`src/nobl_pkg.sv`:
```
// Widths are fixed by one 18-bit, 512K-word ZBT/NoBL part and change only with the part.
package nobl_pkg;

	// The part stores 18-bit words.
	// This is the width of the user data as well, since the FIFO does not pack
	// or split words on their way to the RAM.
	localparam int DATA_W = 18;

	// The part has 512K words, so the word address is 19 bits wide.
	// A FIFO built on it may use fewer address bits than this.
	// The unused upper bits are then driven as zero.
	localparam int ADDR_W = 19;

	// One FIFO word.
	// The same type is used on the user ports and on both halves of the RAM
	// data bus, which the FPGA pads split into an input and an output.
	typedef logic [DATA_W-1:0] word_t;

	// One RAM word address as it appears on the address pins.
	typedef logic [ADDR_W-1:0] ram_addr_t;

	// One RAM operation in one clock cycle.
	// The controller produces one of these every cycle, and the SRAM interface
	// turns it into pin activity.
	// When en is low the other fields carry no meaning.
	// The interface still registers addr and wdata every cycle, so they need
	// not be held at zero between operations.
	typedef struct packed {
		// An operation is requested in this cycle.
		logic      en;
		// The operation is a write.
		// It is a read when this is low.
		logic      we;
		// RAM word address of the operation.
		ram_addr_t addr;
		// Data to store.
		// Only meaningful for a write.
		word_t     wdata;
	} ram_req_t;

	// The widths below follow from the fields above.
	// They are kept here so that a change to a field is caught in one place
	// by anyone who packs or unpacks the request by hand in a waveform viewer.
	// The whole request is 1 + 1 + ADDR_W + DATA_W bits, so 39 bits for this part.
	localparam int REQ_W = $bits(ram_req_t);

	// A request with no operation.
	// Handy as a default for anything that drives a ram_req_t from reset.
	localparam ram_req_t REQ_IDLE = '{en: 1'b0, we: 1'b0, addr: '0, wdata: '0};

endpackage

```
`src/nobl_fifo_ctrl.sv`:
```
// Serves a write before a colliding read and holds off writes for one cycle; no read room check.
`timescale 1ns/1ns

module nobl_fifo_ctrl
	import nobl_pkg::*;
#(
	parameter int FIFO_DEPTH = 19
)
(
	input  logic     clk,
	input  logic     rst,
	input  word_t    write_data,
	input  logic     write_strobe,
	input  logic     read_strobe,
	output logic     space_avail,
	output ram_req_t req
);

	// The FIFO holds half of what the pointers can address.
	// Capacity then fits in FIFO_DEPTH bits with its top value one bit set.
	localparam logic [FIFO_DEPTH-1:0] FIFO_WORDS = FIFO_DEPTH'(1) << (FIFO_DEPTH - 1);

	// Capacity when exactly one word is stored.
	localparam logic [FIFO_DEPTH-1:0] ONE_WORD = FIFO_WORDS - FIFO_DEPTH'(1);

	// Pointers wrap at the full pointer range.
	logic [FIFO_DEPTH-1:0] wr_ptr;
	logic [FIFO_DEPTH-1:0] rd_ptr;

	// Free slots.
	// Starts at FIFO_WORDS and counts down on every write.
	logic [FIFO_DEPTH-1:0] capacity;

	// Registered not-empty flag with a one cycle lookahead.
	logic not_empty;

	// A read that was accepted together with a write and is issued one cycle later.
	logic rd_pend;

	logic wr_acc;
	logic rd_acc;
	logic rd_issue;
	logic [FIFO_DEPTH-1:0] ptr_sel;

	// A write is taken whenever the flag shown to the user says there is room.
	assign wr_acc = write_strobe && space_avail;

	// No new read is taken in the cycle that serves a pending one.
	// The RAM has a single port, so that cycle belongs to the pending read.
	assign rd_acc = read_strobe && not_empty && !rd_pend;

	// A read reaches the RAM either from the pending register or directly when
	// no write competes for the port.
	assign rd_issue = rd_pend || (rd_acc && !wr_acc);

	always_ff @(posedge clk)
	begin
		if (rst)
		begin
			wr_ptr      <= '0;
			rd_ptr      <= '0;
			capacity    <= FIFO_WORDS;
			space_avail <= 1'b0;
			not_empty   <= 1'b0;
			rd_pend     <= 1'b0;
		end
		else
		begin
			// Room is withdrawn when the FIFO is full, when this write takes the
			// last slot, and for one cycle after a collision.
			// The collision case gives the deferred read a free cycle on the RAM.
			space_avail <= !((capacity == '0) || (wr_acc && rd_acc) ||
				((capacity == FIFO_DEPTH'(1)) && wr_acc));

			// Capacity lags the RAM by one cycle.
			// A read of the last word must therefore clear the flag at once.
			// A write into an empty FIFO shows up one cycle late, which is safe.
			not_empty <= !((capacity == FIFO_WORDS) ||
				((capacity == ONE_WORD) && rd_issue));

			rd_pend  <= rd_acc && wr_acc;
			wr_ptr   <= wr_ptr + FIFO_DEPTH'(wr_acc);
			rd_ptr   <= rd_ptr + FIFO_DEPTH'(rd_issue);
			capacity <= capacity - FIFO_DEPTH'(wr_acc) + FIFO_DEPTH'(rd_issue);
		end
	end

	// The write owns the port in a collision cycle.
	assign ptr_sel = wr_acc ? wr_ptr : rd_ptr;

	// The RAM is driven directly from this request.
	// The SRAM interface does all of the pin registering.
	always_comb
	begin
		req       = REQ_IDLE;
		req.en    = wr_acc || rd_issue;
		req.we    = wr_acc;
		req.addr  = ADDR_W'(ptr_sel);
		req.wdata = write_data;
	end

	// The read side never gives back more slots than the FIFO has.
	// This holds only if the not-empty lookahead matches the RAM traffic.
	a_cap_max: assert property (@(posedge clk) disable iff (rst)
		capacity <= FIFO_WORDS)
		else $error("FIFO capacity above its size");

	// The space lookahead must stop a write before the last slot is gone.
	a_no_wr_full: assert property (@(posedge clk) disable iff (rst)
		wr_acc |-> (capacity != '0))
		else $error("FIFO write accepted while full");

endmodule

```
`src/nobl_if.sv`:
```
// Fixed read latency of four cycles from request; CE1n tied low and no sleep, burst or byte writes.
`timescale 1ns/1ns

module nobl_if
	import nobl_pkg::*;
(
	input  logic      clk,
	input  logic      rst,
	input  ram_req_t  req,
	input  word_t     ram_d_pi,
	output word_t     ram_d_po,
	output logic      ram_d_poe,
	output ram_addr_t ram_a,
	output logic      ram_wen,
	output logic      ram_cenn,
	output logic      ram_ldn,
	output logic      ram_oen,
	output logic      ram_ce1n,
	output word_t     read_data,
	output logic      data_avail
);

	// Timing of one request issued in cycle N.
	// The address and control lows are on the pins in N+1.
	// The RAM samples them on the edge that starts N+2.
	// Write data has to be on the bus two cycles after the address, in N+3.
	// Read data is driven by the RAM in N+3 and held here in N+4.

	// Write data on its way to the data phase.
	word_t wr_data_d1;
	word_t wr_data_d2;

	// Marks the cycles whose delayed write data is real.
	logic wr_vld_d1;
	logic wr_vld_d2;

	// Read valid shift.
	// Bit 0 matches the address cycle on the pins, bit 2 the RAM data cycle.
	logic [2:0] rd_vld;

	// Only one chip is used, so the second chip enable stays asserted.
	assign ram_ce1n = 1'b0;

	// Control pins and valid bits.
	always_ff @(posedge clk)
	begin
		if (rst)
		begin
			ram_cenn   <= 1'b1;
			ram_ldn    <= 1'b1;
			ram_wen    <= 1'b1;
			ram_oen    <= 1'b0;
			ram_d_poe  <= 1'b0;
			wr_vld_d1  <= 1'b0;
			wr_vld_d2  <= 1'b0;
			rd_vld     <= '0;
			data_avail <= 1'b0;
		end
		else
		begin
			// Every operation is a fresh load of the address.
			ram_cenn <= !req.en;
			ram_ldn  <= !req.en;
			ram_wen  <= !(req.en && req.we);

			// Write phase tracking.
			wr_vld_d1 <= req.en && req.we;
			wr_vld_d2 <= wr_vld_d1;

			// The FPGA drives the bus in the write data phase.
			// The RAM outputs are switched off in the same cycle so the two
			// never fight over the bus.
			ram_d_poe <= wr_vld_d2;
			ram_oen   <= wr_vld_d2;

			// Read phase tracking.
			rd_vld <= {rd_vld[1:0], req.en && !req.we};

			// One pulse per read, in the cycle the word shows on read_data.
			data_avail <= rd_vld[2];
		end
	end

	// Address and data paths.
	// These carry no meaning unless the matching valid bit is set.
	always_ff @(posedge clk)
	begin
		ram_a      <= req.addr;
		wr_data_d1 <= req.wdata;
		wr_data_d2 <= wr_data_d1;
		ram_d_po   <= wr_data_d2;

		// Hold the last word until the next read returns.
		if (rd_vld[2])
		begin
			read_data <= ram_d_pi;
		end
	end

	// The FPGA drives the bus only with the RAM outputs off.
	// The write data phase must also never land in a cycle where the RAM returns read data.
	a_no_contention: assert property (@(posedge clk) disable iff (rst)
		ram_d_poe |-> (ram_oen && !rd_vld[2]))
		else $error("RAM data bus driven while RAM outputs enabled");

endmodule

```
`src/nobl_fifo.sv`:
```
// The reader must keep room for six returning words; FIFO_DEPTH must not exceed the RAM ADDR_W.
`timescale 1ns/1ns

module nobl_fifo
	import nobl_pkg::*;
#(
	// Pointer width.
	// The FIFO holds 2**(FIFO_DEPTH-1) words.
	parameter int FIFO_DEPTH = 19
)
(
	input  logic      clk,
	input  logic      rst,

	// RAM pins.
	input  word_t     ram_d_pi,
	output word_t     ram_d_po,
	output logic      ram_d_poe,
	output ram_addr_t ram_a,
	output logic      ram_wen,
	output logic      ram_cenn,
	output logic      ram_ldn,
	output logic      ram_oen,
	output logic      ram_ce1n,

	// User write side.
	input  word_t     write_data,
	input  logic      write_strobe,
	output logic      space_avail,

	// User read side.
	// Each accepted read returns one word with a data_avail pulse.
	output word_t     read_data,
	input  logic      read_strobe,
	output logic      data_avail
);

	// One RAM operation per cycle from the controller to the pins.
	ram_req_t req;

	// Pointers, capacity and the flags.
	nobl_fifo_ctrl #(
		.FIFO_DEPTH(FIFO_DEPTH)
	) i_ctrl (
		.clk         (clk),
		.rst         (rst),
		.write_data  (write_data),
		.write_strobe(write_strobe),
		.read_strobe (read_strobe),
		.space_avail (space_avail),
		.req         (req)
	);

	// Pin sequencing and read data return.
	nobl_if i_if (
		.clk       (clk),
		.rst       (rst),
		.req       (req),
		.ram_d_pi  (ram_d_pi),
		.ram_d_po  (ram_d_po),
		.ram_d_poe (ram_d_poe),
		.ram_a     (ram_a),
		.ram_wen   (ram_wen),
		.ram_cenn  (ram_cenn),
		.ram_ldn   (ram_ldn),
		.ram_oen   (ram_oen),
		.ram_ce1n  (ram_ce1n),
		.read_data (read_data),
		.data_avail(data_avail)
	);

endmodule

```
`config.mk`:
```
export PLATFORM = sky130hd
export DESIGN_NAME = nobl_fifo
export DESIGN_NICKNAME = d
export VERILOG_FILES = /design/src/nobl_pkg.sv /design/src/nobl_fifo_ctrl.sv /design/src/nobl_if.sv /design/src/nobl_fifo.sv
export SDC_FILE = /design/constraint.sdc
export NUM_CORES = 1
export LEC_CHECK = 0
export ABC_AREA = 1
export BUFFER_PORTS_ARGS = -buffer_cell sky130_fd_sc_hd__buf_2
export CORE_AREA = 2 2 119 121
export DETAILED_ROUTE_END_ITERATION = 6
export DIE_AREA = 0 0 121 123
export GPL_ROUTABILITY_DRIVEN = 0
export HOLD_SLACK_MARGIN = 0.05
export PLACE_DENSITY = 0.67
export SYNTH_ARGS = -nofsm -noshare
export SYNTH_HDL_FRONTEND = slang
export SYNTH_SLANG_ARGS = --single-unit
```
`constraint.sdc`:
```
create_clock -name clk -period 5.2 [get_ports clk]
set_input_delay 0.78 -clock clk [delete_from_list [all_inputs] [get_ports clk]]
set_output_delay 0.78 -clock clk [all_outputs]
set_load 0.02 [all_outputs]
```
After elaboration in Yosys (flattened, before gate mapping) --
Index checks and enable logic that the tools add are counted. Widths: inputs -> output; s select.
Operators by class: add/subtract/negate cells 4, equal/unequal tests 3, muxes and demuxes 1, reduce and logical (&&, ||, !) cells 21
Operator list (number):
- $add 19x1->19 | 3
- $eq 19x1->1 const B | 1
- $eq 19x18->1 const B | 1
- $eq 19x19->1 const B | 1
- $logic_not 19->1 | 1
- $mux 19 | 1
- $sub 19x1->19 | 1
- $logic_and 1x1->1 | 9
- $logic_not 1->1 | 6
- $logic_or 1x1->1 | 5
Word-level totals: flip-flop bits (word level) 160, bits of input ports 40, output and inout bits 63, logic and storage cells 47

Depth between registers and ports, before layout --
Gate-level depths: netlist of run 1.
depth after elaboration 7, depth in mapped cells 19, depth with buffers taken out 18

Cells and area by module --
A second synthesis of run 1 with hierarchy kept.
Unflattened totals: cell total of the unflattened synthesis 749, area, all modules 6393.6 um^2
By module, submodules not included:
- nobl_fifo_ctrl | instances 1, cells each 629, area an instance 4119.0 um^2, sequential area each 1201.2 um^2
- nobl_if | instances 1, cells each 120, area an instance 2274.7 um^2, sequential area each 2182.1 um^2

Least setup slack after synthesis of run 1 --
No wires, ideal clock.
path type input port to flip-flop, start input write_strobe, end register i_ctrl.capacity[18], setup time 0.133 ns, arrival time 2.594 ns, required time 5.067 ns, slack 2.473 ns, stages 18, buffers on the path 1, path through nand2_2 > buf_2 > nor2_1 > inv_1 > nand2_1 > ha_1 > inv_1 > fa_1 > inv_1 > nand2_1 > nand2_1 > nand3_1 > nand2_1 > nand2_1 > nand2_1 > nand2_1 > nand3_1 > nand3_1
Between the ends: word-level cells in the longest chain between the ends 5, elaborated cells on any way between the ends 6, those cells by class add/sub: 2; reduce/logical: 4
Ends and longest elaborated chain:
- from (decl) | RTL line nobl_fifo.sv:28 | input logic write_strobe,
- $logic_and 1x1->1 * | RTL line nobl_fifo_ctrl.sv:46 | assign wr_acc = write_strobe && space_avail;
- branches (longest 3 deep; another with $sub 19x1->19)
- $add 19x1->19 * | RTL line nobl_fifo_ctrl.sv:84 | capacity <= capacity - FIFO_DEPTH'(wr_acc) + FIFO_DEPTH'(rd_issue);
- to (signal assigned) | RTL line nobl_fifo_ctrl.sv:84
- to (decl) | RTL line nobl_fifo_ctrl.sv:32 | logic [FIFO_DEPTH-1:0] capacity;
Mark *: on every way between the ends. A chain may end at the register's enable or synchronous reset.

Worst setup path in the final report of run 1 --
Ends and elaborated chain as after synthesis.

==> flow_summary.ini, run 1 <==
[outcome]
outcome = finished, final reports clean

[route]
viasPerCell = 4.70
routed-via-count = 4803
wl_per_cell_um = 12.3
ant_nets = 0
wl_mm = 12.5
drc = 0
dr.pass1.iters = 5
drtIter0Drc = 218

[floorplan]
ios = 103
die_x_um = 121
fp.dieH_um = 123
coreArea_mm2 = 0.0136
dieArea_mm2 = 0.0149
rows = 43
start_util_pct = 46.0

[timing]
slew_headroom_pct = 50.3
setup_violations = 0
hold_violations = 0
skew_ns = 0.00729
fin_hold_ws_ns = 0.327
rsz0062_at_grt = false
tns_ns = 0
fin_crit_ns = 2.89
worst_pin_slew_ns = 0.744
maxSlewViolCount = 0
layout_worst_path_cycle_share_pct = 55.6
max_freq_mhz = 346

[min_path]
min-delay-start = i_if.wr_data_d1[12]$_DFF_P_
worst_hold_path_type = flip-flop to flip-flop

[synthesis]
ys_seq_elements = 160
synthDistinctLibCells = 40
synthesis.instances = 720
avgSynthCellArea_um2 = 8.70
syn_nets = 798
ys_warn_count = 0
ys_seq_area_share_pct = 54.0
async_flop_share_pct = 0
synth_edf_count = 18
synth_top_flop_cell = dfxtp_1
syn_area_mm2 = 0.00626

[cts]
cts.sinks = 160
path_clk_slew_ns = 0.07
clock_path_buffers = 2
clk_latency_ns = 0.42
cts_root_buf = clkbuf_16
ctsHoldBuffers = 0
cts.repair.resized = 0
cts_tree = done
numCtsBuffers = 17
postCtsSetupBuffers = 0
cts_max_level = 4

[placed_design]
dpl.cell_count = 989
hpwl_mm = 9.28
portBuffers = 101

[final_layout]
final_layout_size_suffix_gt1_share_pct = 19.3
final_core_util_pct = 55.3
num-fill-cells = 1233
multi_input_area_mm2 = 0.00241
diodes = 0
final_common_cell = dfxtp_1
nets = 906
regArea_mm2 = 0.00338
final_cell_mix = dfxtp_1, nand2_1, inv_1, buf_2, nor2_1
fin_cells = 1021
area_delta_synth_final_pct = 20.2

[global_route]
use_met2_pct = 30.1
antenna_found_initial = 0
grtUsageMet1_pct = 21.8
grt_max_degree = 41
met3_usage_pct = 4.80
track_usage_pct = 17.8
first_global_vias = 4556
grt_overflow = 0
grt_busiest_layer = met2
grt_pass1_wl_mm = 20.7

[setup_path]
crit_path_cell_trace = buf_2, nand2_2, nor2_1, inv_1, nand2_1, ha_1, inv_1, fa_1, inv_1, nand2_1, nand2_1, nand3_1, nand2_1, nand2_1, nand2_1, nand2_1, nand3_1, nand3_1
cpPeakStageDelay_ns = 0.40
slowest_stage = nand2_2
r2r_start = i_ctrl.space_avail$_SDFF_PP0_
worst-path-max-fanout = 40
cp_top_family = simple AND/OR/NAND/NOR gates
critPathRequiredTime_ns = 5.50
crit_arrival_ns = 3.19
cp_common_cell = nand2_1
crit_buf_inv = 4
cp-end-kind = flip-flop
crit_start = write_strobe
path_class = input pin to flip-flop
start_kind = input pin

[power]
max-vdd-ir-drop_mv = 0.340
p_total_w = 0.00374
cellPowerDensity_mw_per_mm2 = 497
leakagePower_nw = 3.35

[job]
cap_violations = 0
per-stage QoR:
stage	cell area, um^2	setup slack, ns
after global placement	6940	1.93
after global routing	7530	1.93
after detailed placement	6940	1.87
after floorplan	6260	2.47
after CTS	7530	2.30
final	7530	2.31
state kept, by name (all words and copies together), names as in the netlist, 3 cells and up:
signal           cells
i_if.rd_vld          3
i_if.ram_d_po       18
i_if.ram_a          19
i_if.wr_data_d2     18
i_if.wr_data_d1     18
i_ctrl.capacity     19
i_ctrl.rd_ptr       19
i_ctrl.wr_ptr       19
i_if.read_data      18
final timing paths:
kind	slack, ns	endpoint	depth (start not counted)
worst max-delay path	2.31	i_ctrl.capacity[18]$_SDFF_PP1_	18
worst min-delay path	0.33	i_if.wr_data_d2[12]$_DFF_P_	0
worst max register to register	2.40	i_ctrl.capacity[18]$_SDFF_PP1_	17
worst min register to register	0.33	i_if.wr_data_d2[12]$_DFF_P_	0
Yosys cell counts (5+ instances only):
cell / number / area share [%]
nand2_2: 5 / 0.50
dfxtp_1: 142 / 45
nand3_1: 32 / 2.6
o21ai_1: 8 / 0.64
o21ai_0: 41 / 3.3
nand4_1: 9 / 0.90
a21oi_1: 51 / 4.1
ha_1: 37 / 7.4
nor2_1: 73 / 4.4
edfxtp_1: 18 / 8.6
nor3_1: 9 / 0.72
nor3_2: 5 / 0.80
nand2_1: 131 / 7.8
inv_1: 103 / 6.2
clkbuf_1: 7 / 0.42
logic make-up (layout without fill, tap and decap cells):
kind of cell	count (synthesis)	in the layout	synth area share, %
and+or+nand+nor	286	286	21.0
xor gates and xnor gates	5	5	0.699
adders and majority gates	38	38	7.71
AOI/OAI and AO/OA	108	108	9.01
DFF	160	160	54.0
buffers and inverters	122	243	7.53
other	1	1	0.0599
cell type report:
cell class | count | area share (%)
multi-input cells | 438 | 32.0
inverters | 109 | 5.43
repair buffers | 102 | 6.81
clock buffers | 17 | 5.65
flip-flops and latches | 160 | 44.9
well taps | 180 | 2.99
clock inverters | 15 | 2.16
layer usage:
layer  part of all wire, %  up-vias
met2                    48      136
met4                   1.4        0
met1                    44     2122
li1                      -     2528
met3                   6.5       17
met5                     0        -
power by group:
| part | internal [W] | total [W] | switching [W] | leakage, nW |
|---|---|---|---|---|
| combinational | 0.000400 | 0.00113 | 0.000728 | 1.73 |
| clock | 0.000646 | 0.00121 | 0.000561 | 0.287 |
| sequential | 0.00134 | 0.00141 | 0.0000660 | 1.33 |
| total | 0.00239 | 0.00374 | 0.00136 | 3.35 |
Power figures use the tool's default switching activity.
==> run 2, diff against run 1 <==
==> constraint.sdc (replaced) <==
create_clock -name clk -period 2.7 [get_ports clk]
set_input_delay 0.405 -clock clk [delete_from_list [all_inputs] [get_ports clk]]
set_output_delay 0.405 -clock clk [all_outputs]
set_load 0.02 [all_outputs]
==> run 2 against run 1 <==
Clock power is 91% higher. Routed wire length is 0.97% higher. Clock-buffer cell count stayed put. Final cell count is 0.20% higher. Global-route usage is 0.16 points lower. Via count is 0.35% lower. Critical endpoint unchanged. Largest cell class unchanged.
==> flow_summary.ini, run 2 (synthesis results as in run 1) <==
[setup_path]
r2r_start = i_ctrl.space_avail$_SDFF_PP0_
crit_path_cell_trace = nand2_2, nor2_1, inv_1, nand2_1, ha_1, inv_1, fa_1, inv_1, nand2_1, nand2_1, nand3_1, nand2_1, nand2_1, nand2_1, nand2_1, nand3_1, nand3_1
start_kind = flip-flop
crit_arrival_ns = 2.58
cpPeakStageDelay_ns = 0.35
r2r_end = i_ctrl.capacity[18]$_SDFF_PP1_
r2r_slack_ns = 0.41
worst-path-max-fanout = 4
slowest_stage = fa_1
cp-end-kind = flip-flop
path_class = flip-flop to flip-flop
ff2ff_path_depth = 17
setup.worst_path.end = i_ctrl.capacity[18]$_SDFF_PP1_
cp_common_cell = nand2_1
critPathRequiredTime_ns = 2.99
crit_start = i_ctrl.space_avail$_SDFF_PP0_

[cts]
numCtsBuffers = 17
cts.sinks = 160
cts_max_level = 4
cts_tree = done
cts.repair.resized = 0
clk_latency_ns = 0.42
cts_root_buf = clkbuf_16
postCtsSetupBuffers = 0
clock_path_buffers = 2
ctsHoldBuffers = 0
path_clk_slew_ns = 0.07

[global_route]
grt_max_degree = 38
grt_pass1_wl_mm = 20.5
track_usage_pct = 17.6
grt_overflow = 0
antenna_found_initial = 0
first_global_vias = 4522

[route]
drc = 0
routed-via-count = 4786
ant_nets = 0
wl_mm = 12.7
wl_per_cell_um = 12.4
dr.pass1.iters = 4
drtIter0Drc = 226
viasPerCell = 4.68

[floorplan]
coreArea_mm2 = 0.0136
ios = 103
rows = 43
dieArea_mm2 = 0.0149
fp.dieH_um = 123
start_util_pct = 46.0
die_x_um = 121

[placed_design]
dpl.cell_count = 991
dp_slack_ns = 0.229
portBuffers = 101
hpwl_mm = 9.55
place_area_mm2 = 0.00696

[final_layout]
diodes = 0
area_delta_synth_final_pct = 20.3
final_common_cell = dfxtp_1
final_cell_mix = dfxtp_1, nand2_1, inv_1, buf_2, nor2_1
fin_cells = 1023
nets = 908
num-fill-cells = 1264
final_area_mm2 = 0.00754
final_layout_size_suffix_gt1_share_pct = 19.5

[timing]
worst_pin_slew_ns = 0.755
fin_crit_ns = 2.29
layout_worst_path_cycle_share_pct = 84.8
setup_violations = 0
hold_violations = 0
skew_ns = 0.00922
max_freq_mhz = 437
setup_ws_ns = 0.410
maxSlewViolCount = 0
slew_headroom_pct = 49.6
rsz0062_at_grt = false
tns_ns = 0

[job]
cap_violations = 0

[power]
p_total_w = 0.00721
internal_power_w = 0.00460
switchingPower_w = 0.00261
p_clk_share_pct = 32.1
power_frac_comb_pct = 30.3
max-vdd-ir-drop_mv = 0.657
leakagePower_nw = 3.36
cellPowerDensity_mw_per_mm2 = 956
netSwitchingFraction_pct = 36.2
seqPwrFrac_pct = 37.7

[min_path]
worst_hold_path_type = input pin to flip-flop

[outcome]
outcome = finished, final reports clean
run 2: worst min-delay path by stage:
stage | depth (start not counted) | end | from
after global placement | 0 | i_if.wr_data_d2[2]$_DFF_P_ | i_if.wr_data_d1[2]$_DFF_P_
after global routing | 1 | i_if.wr_data_d1[3]$_DFF_P_ | write_data[3]
after CTS | 1 | i_if.wr_data_d1[17]$_DFF_P_ | write_data[17]
after floorplan | 0 | i_if.ram_d_po[0]$_DFF_P_ | i_if.wr_data_d2[0]$_DFF_P_
final | 1 | i_if.wr_data_d1[9]$_DFF_P_ | write_data[9]
after detailed placement | 0 | i_if.wr_data_d2[13]$_DFF_P_ | i_if.wr_data_d1[13]$_DFF_P_
run 2: per-layer routing:
layer	vias up	share of wire, %	track usage (%)	wire, um
met5	-	0	0	0
met4	0	1.2	5.52	148
met3	13	4.6	5.21	583
met2	105	49	31.1	6240
met1	2142	45	20.6	5700
li1	2526	-	-	-
run 2: critical path: cells and delay by family, from the launching register on:
kind / cells / cell delay, ns
adder cells (fa/ha/maj): 2 / 0.55
AND/OR/NAND/NOR: 12 / 1.04
flip-flops: 1 / 0.34
buffers and inverters: 3 / 0.24
run 2: power groups by stage:
| stage | sequential (W) | clock [W] | combinational [W] |
|---|---|---|---|
| after floorplan | 0.00276 | 0 | 0.00167 |
| after global placement | 0.00277 | 0 | 0.00215 |
| after detailed placement | 0.00277 | 0 | 0.00218 |
| after CTS | 0.00272 | 0.00238 | 0.00220 |
| after global routing | 0.00274 | 0.00247 | 0.00257 |
| final | 0.00272 | 0.00231 | 0.00218 |
run 2: through the flow:
stage                     utilization, %  hold WS, ns
after global routing                55.4       0.0583
after CTS                           55.4       0.0617
after global placement              51.1        0.310
after floorplan                        -        0.310
after detailed placement            51.1        0.312
final                               55.4       0.0814
run 2: area by class of cell:
class / instances / area (um^2) / area share, %
Sequential cell: 160 / 3380 / 44.9
Clock inverter: 15 / 158 / 2.09
Multi-Input combinational cell: 438 / 2410 / 32.0
Clock buffer: 17 / 425 / 5.64
Tap cell: 180 / 225 / 2.99
Timing Repair Buffer: 104 / 528 / 7.00
Inverter: 109 / 409 / 5.43
==> run 3, diff against run 2 <==
--- a/config.mk
+++ b/config.mk
@@ -5,14 +5,14 @@
 export SDC_FILE = /design/constraint.sdc
 export NUM_CORES = 1
 export LEC_CHECK = 0
-export ABC_AREA = 1
+export ABC_AREA = 0
 export BUFFER_PORTS_ARGS = -buffer_cell sky130_fd_sc_hd__buf_2
-export CORE_AREA = 2 2 119 121
+export CORE_AREA = 2 2 115 117
 export DETAILED_ROUTE_END_ITERATION = 6
-export DIE_AREA = 0 0 121 123
+export DIE_AREA = 0 0 117 119
 export GPL_ROUTABILITY_DRIVEN = 0
 export HOLD_SLACK_MARGIN = 0.05
-export PLACE_DENSITY = 0.67
+export PLACE_DENSITY = 0.71
 export SYNTH_ARGS = -nofsm -noshare
 export SYNTH_HDL_FRONTEND = slang
 export SYNTH_SLANG_ARGS = --single-unit
==> constraint.sdc (replaced) <==
create_clock -name clk -period 2 [get_ports clk]
set_input_delay 0.3 -clock clk [delete_from_list [all_inputs] [get_ports clk]]
set_output_delay 0.3 -clock clk [all_outputs]
set_load 0.02 [all_outputs]
==> run 3 against run 2 <==
The run now ends with setup timing left. Via count decreased by 9.4%. Core utilization increased by 8.5 points. Sequential share of layout area decreased by 3.7 points. Final area increased by 9.1%. Clock power increased by 40%. Non-clock buffer count increased by 89. Sequential power increased by 34%. Synthesized cell count decreased by 27%. Critical path depth decreased by 5. Worst hold slack got worse by 0.018 ns. Worst setup slack got worse by 0.80 ns. Sequential cell count unchanged. Critical path type unchanged. Largest power group is now combinational cells.
==> flow_summary.ini, run 3 <==
[global_route]
antenna_found_initial = 0
grt_busiest_layer = met2
met3_usage_pct = 4.94
first_global_vias = 4380
track_usage_pct = 18.7
grt_max_degree = 39
grt_overflow = 0
grtUsageMet1_pct = 21.4
use_met2_pct = 32.8
grt_pass1_wl_mm = 20.2

[min_path]
worstHoldEndpoint = i_if.read_data[2]$_DFFE_PP_
worst_hold_path_type = input pin to flip-flop
min-delay-start = ram_d_pi[2]
hold_depth = 1

[outcome]
failed_checks = setup timing
outcome = finished with violations

[synthesis]
synth_edf_count = 18
syn_area_mm2 = 0.00588
synthTopCellsByArea = dfxtp_1, edfxtp_1, ha_1
avgSynthCellArea_um2 = 11.2
synth_top_area_share_pct = 48.4
ys_seq_elements = 160
syn_nets = 605
synth_top_flop_cell = dfxtp_1
ys_seq_area_share_pct = 57.6
synthDistinctLibCells = 51
synthesis.instances = 527
synth.most_common_cell = dfxtp_1
synth_commonest_cells = dfxtp_1, nor2_1, ha_1, inv_1, xor2_1
async_flop_share_pct = 0
synth.largest_area_cell = dfxtp_1
ys_warn_count = 0

[floorplan]
fp.dieH_um = 119
dieArea_mm2 = 0.0139
coreArea_mm2 = 0.0129
start_util_pct = 45.7
die_x_um = 117
ios = 103
rows = 42

[route]
drtIter0Drc = 263
ant_nets = 0
dr.pass1.iters = 4
drc = 0
wl_mm = 12.9
wl_per_cell_um = 14.1
viasPerCell = 4.73
routed-via-count = 4336

[job]
cap_violations = 0

[final_layout]
diodes = 0
final_cell_mix = dfxtp_1, buf_2, nor2_1, buf_4, dlygate4sd3_1
multi_input_area_mm2 = 0.00258
area_delta_synth_final_pct = 39.9
final_common_cell = dfxtp_1
final_layout_size_suffix_gt1_share_pct = 34.5
final_core_util_pct = 63.9
num-fill-cells = 932
regArea_mm2 = 0.00339
nets = 805

[setup_path]
start_kind = flip-flop
r2r_start = i_ctrl.space_avail$_SDFF_PP0_
r2r_slack_ns = -0.39
path_class = flip-flop to flip-flop
ff2ff_path_depth = 12
critPathRequiredTime_ns = 2.35
cp-end-kind = flip-flop
crit_arrival_ns = 2.74
worst-path-max-fanout = 4
r2r_end = i_ctrl.capacity[18]$_SDFF_PP1_

[cts]
clk_latency_ns = 0.43
cts_root_buf = clkbuf_16
cts_tree = done
numCtsBuffers = 17
cts.sinks = 160
path_clk_slew_ns = 0.07
cts_max_level = 4
clock_path_buffers = 2

[power]
seqPwrFrac_pct = 33.0
cellPowerDensity_mw_per_mm2 = 1350
p_clk_share_pct = 29.2
leakagePower_nw = 3.60
switchingPower_w = 0.00374
max-vdd-ir-drop_mv = 0.742
power_frac_comb_pct = 37.9
netSwitchingFraction_pct = 33.8
internal_power_w = 0.00732

[timing]
layout_worst_path_cycle_share_pct = 119
maxSlewViolCount = 0
max_freq_mhz = 419
rsz0062_at_grt = true
slew_headroom_pct = 51.9
hold_violations = 0
skew_ns = 0.0106
setup_violations = 14
setup_ws_ns = -0.388
tns_ns = -3.41
fin_crit_ns = 2.39
worst_pin_slew_ns = 0.721

[placed_design]
portBuffers = 101
hpwl_mm = 8.20
## run 3: cell types whose count changed after synthesis, sizes merged, moves of 18 or more
| cell | change |
|---|---|
| xor2 | +27 |
| a21oi | -32 |
| o21ai | -40 |
| mux2 | +18 |
| inv | -76 |
| nor2b | +18 |
| nor2 | -21 |
| nand2 | -112 |
## run 3: cell type report
cell class                 count  area share, %
clock buffer                  17           5.17
clock inverter                15           2.08
inverter                      30           1.37
multi-input combinational    325           31.4
sequential                   160           41.2
tap                          176           2.68
timing repair buffer         193           16.1
## run 3: timing repair
| item | in CTS | in global routing |
|---|---|---|
| gates resized for setup | 29 | 14 |
| setup buffers | 8 | 10 |
| endpoints found under the hold margin | 34 | 0 |
| endpoints found under the setup margin | 22 | 26 |
| pin swaps | 18 | 29 |
| hold buffers | 34 | 0 |
## run 3: routing by layer
layer	wire length, um	part of all wire (%)
met1	5610	43
met2	6560	51
met3	619	4.8
met4	157	1.2
met5	0	0
## run 3: cells by family after synthesis
kind of cell,after synthesis,synth area share [%]
adders and majority gates,38,8.22
xor gates and xnor gates,47,7.00
and+or+nand+nor,165,14.3
buffers and inverters,42,2.87
muxes,19,3.62
DFF,160,57.6
other,1,0.0638
AOI/OAI and AO/OA,55,6.32
## run 3: worst max-delay path, stage by stage (launching register included)
cell	delay, ns
dfxtp_4	0.37
and2_4	0.15
nand2b_4	0.06
nand2_2	0.08
ha_4	0.13
inv_2	0.04
fa_2	0.33
and2b_1	0.23
o2111ai_2	0.15
a31oi_4	0.28
a21oi_2	0.11
o21bai_1	0.17
mux2i_1	0.20
## run 3: worst max path at each step
stage | start | to | cells past startpoint
floorplan | i_ctrl.space_avail$_SDFF_PP0_ | i_ctrl.capacity[18]$_SDFF_PP1_ | 12
global placement | write_strobe | i_ctrl.capacity[12]$_SDFF_PP0_ | 13
detailed placement | write_strobe | i_ctrl.capacity[12]$_SDFF_PP0_ | 13
CTS | i_ctrl.space_avail$_SDFF_PP0_ | i_ctrl.capacity[18]$_SDFF_PP1_ | 13
global route | i_ctrl.space_avail$_SDFF_PP0_ | i_ctrl.capacity[18]$_SDFF_PP1_ | 12
finish | i_ctrl.space_avail$_SDFF_PP0_ | i_ctrl.capacity[18]$_SDFF_PP1_ | 12
## run 3: power groups by stage
stage | sequential (W) | combinational, W | clock, W
2_1_floorplan | 0.00372 | 0.00240 | 0
3_3_place_gp | 0.00370 | 0.00339 | 0
3_5_place_dp | 0.00371 | 0.00349 | 0
4_1_cts | 0.00365 | 0.00396 | 0.00328
5_1_grt | 0.00367 | 0.00460 | 0.00345
6_report | 0.00365 | 0.00419 | 0.00323
## run 3: stage by stage
| step | total power [W] | hold WS (ns) | setup slack, ns | std cells | instance area, um^2 |
|---|---|---|---|---|---|
| final | 0.0111 | 0.0631 | -0.388 | 916 | 8220 |
| after global routing | 0.0117 | 0.0461 | -0.498 | 916 | 8220 |
| after global placement | 0.00709 | 0.310 | -0.390 | 836 | 6970 |
| after floorplan | 0.00612 | 0.310 | -0.294 | 527 | 5960 |
| after detailed placement | 0.00720 | 0.312 | -0.487 | 836 | 6970 |
| after CTS | 0.0109 | 0.0505 | -0.388 | 909 | 8110 |
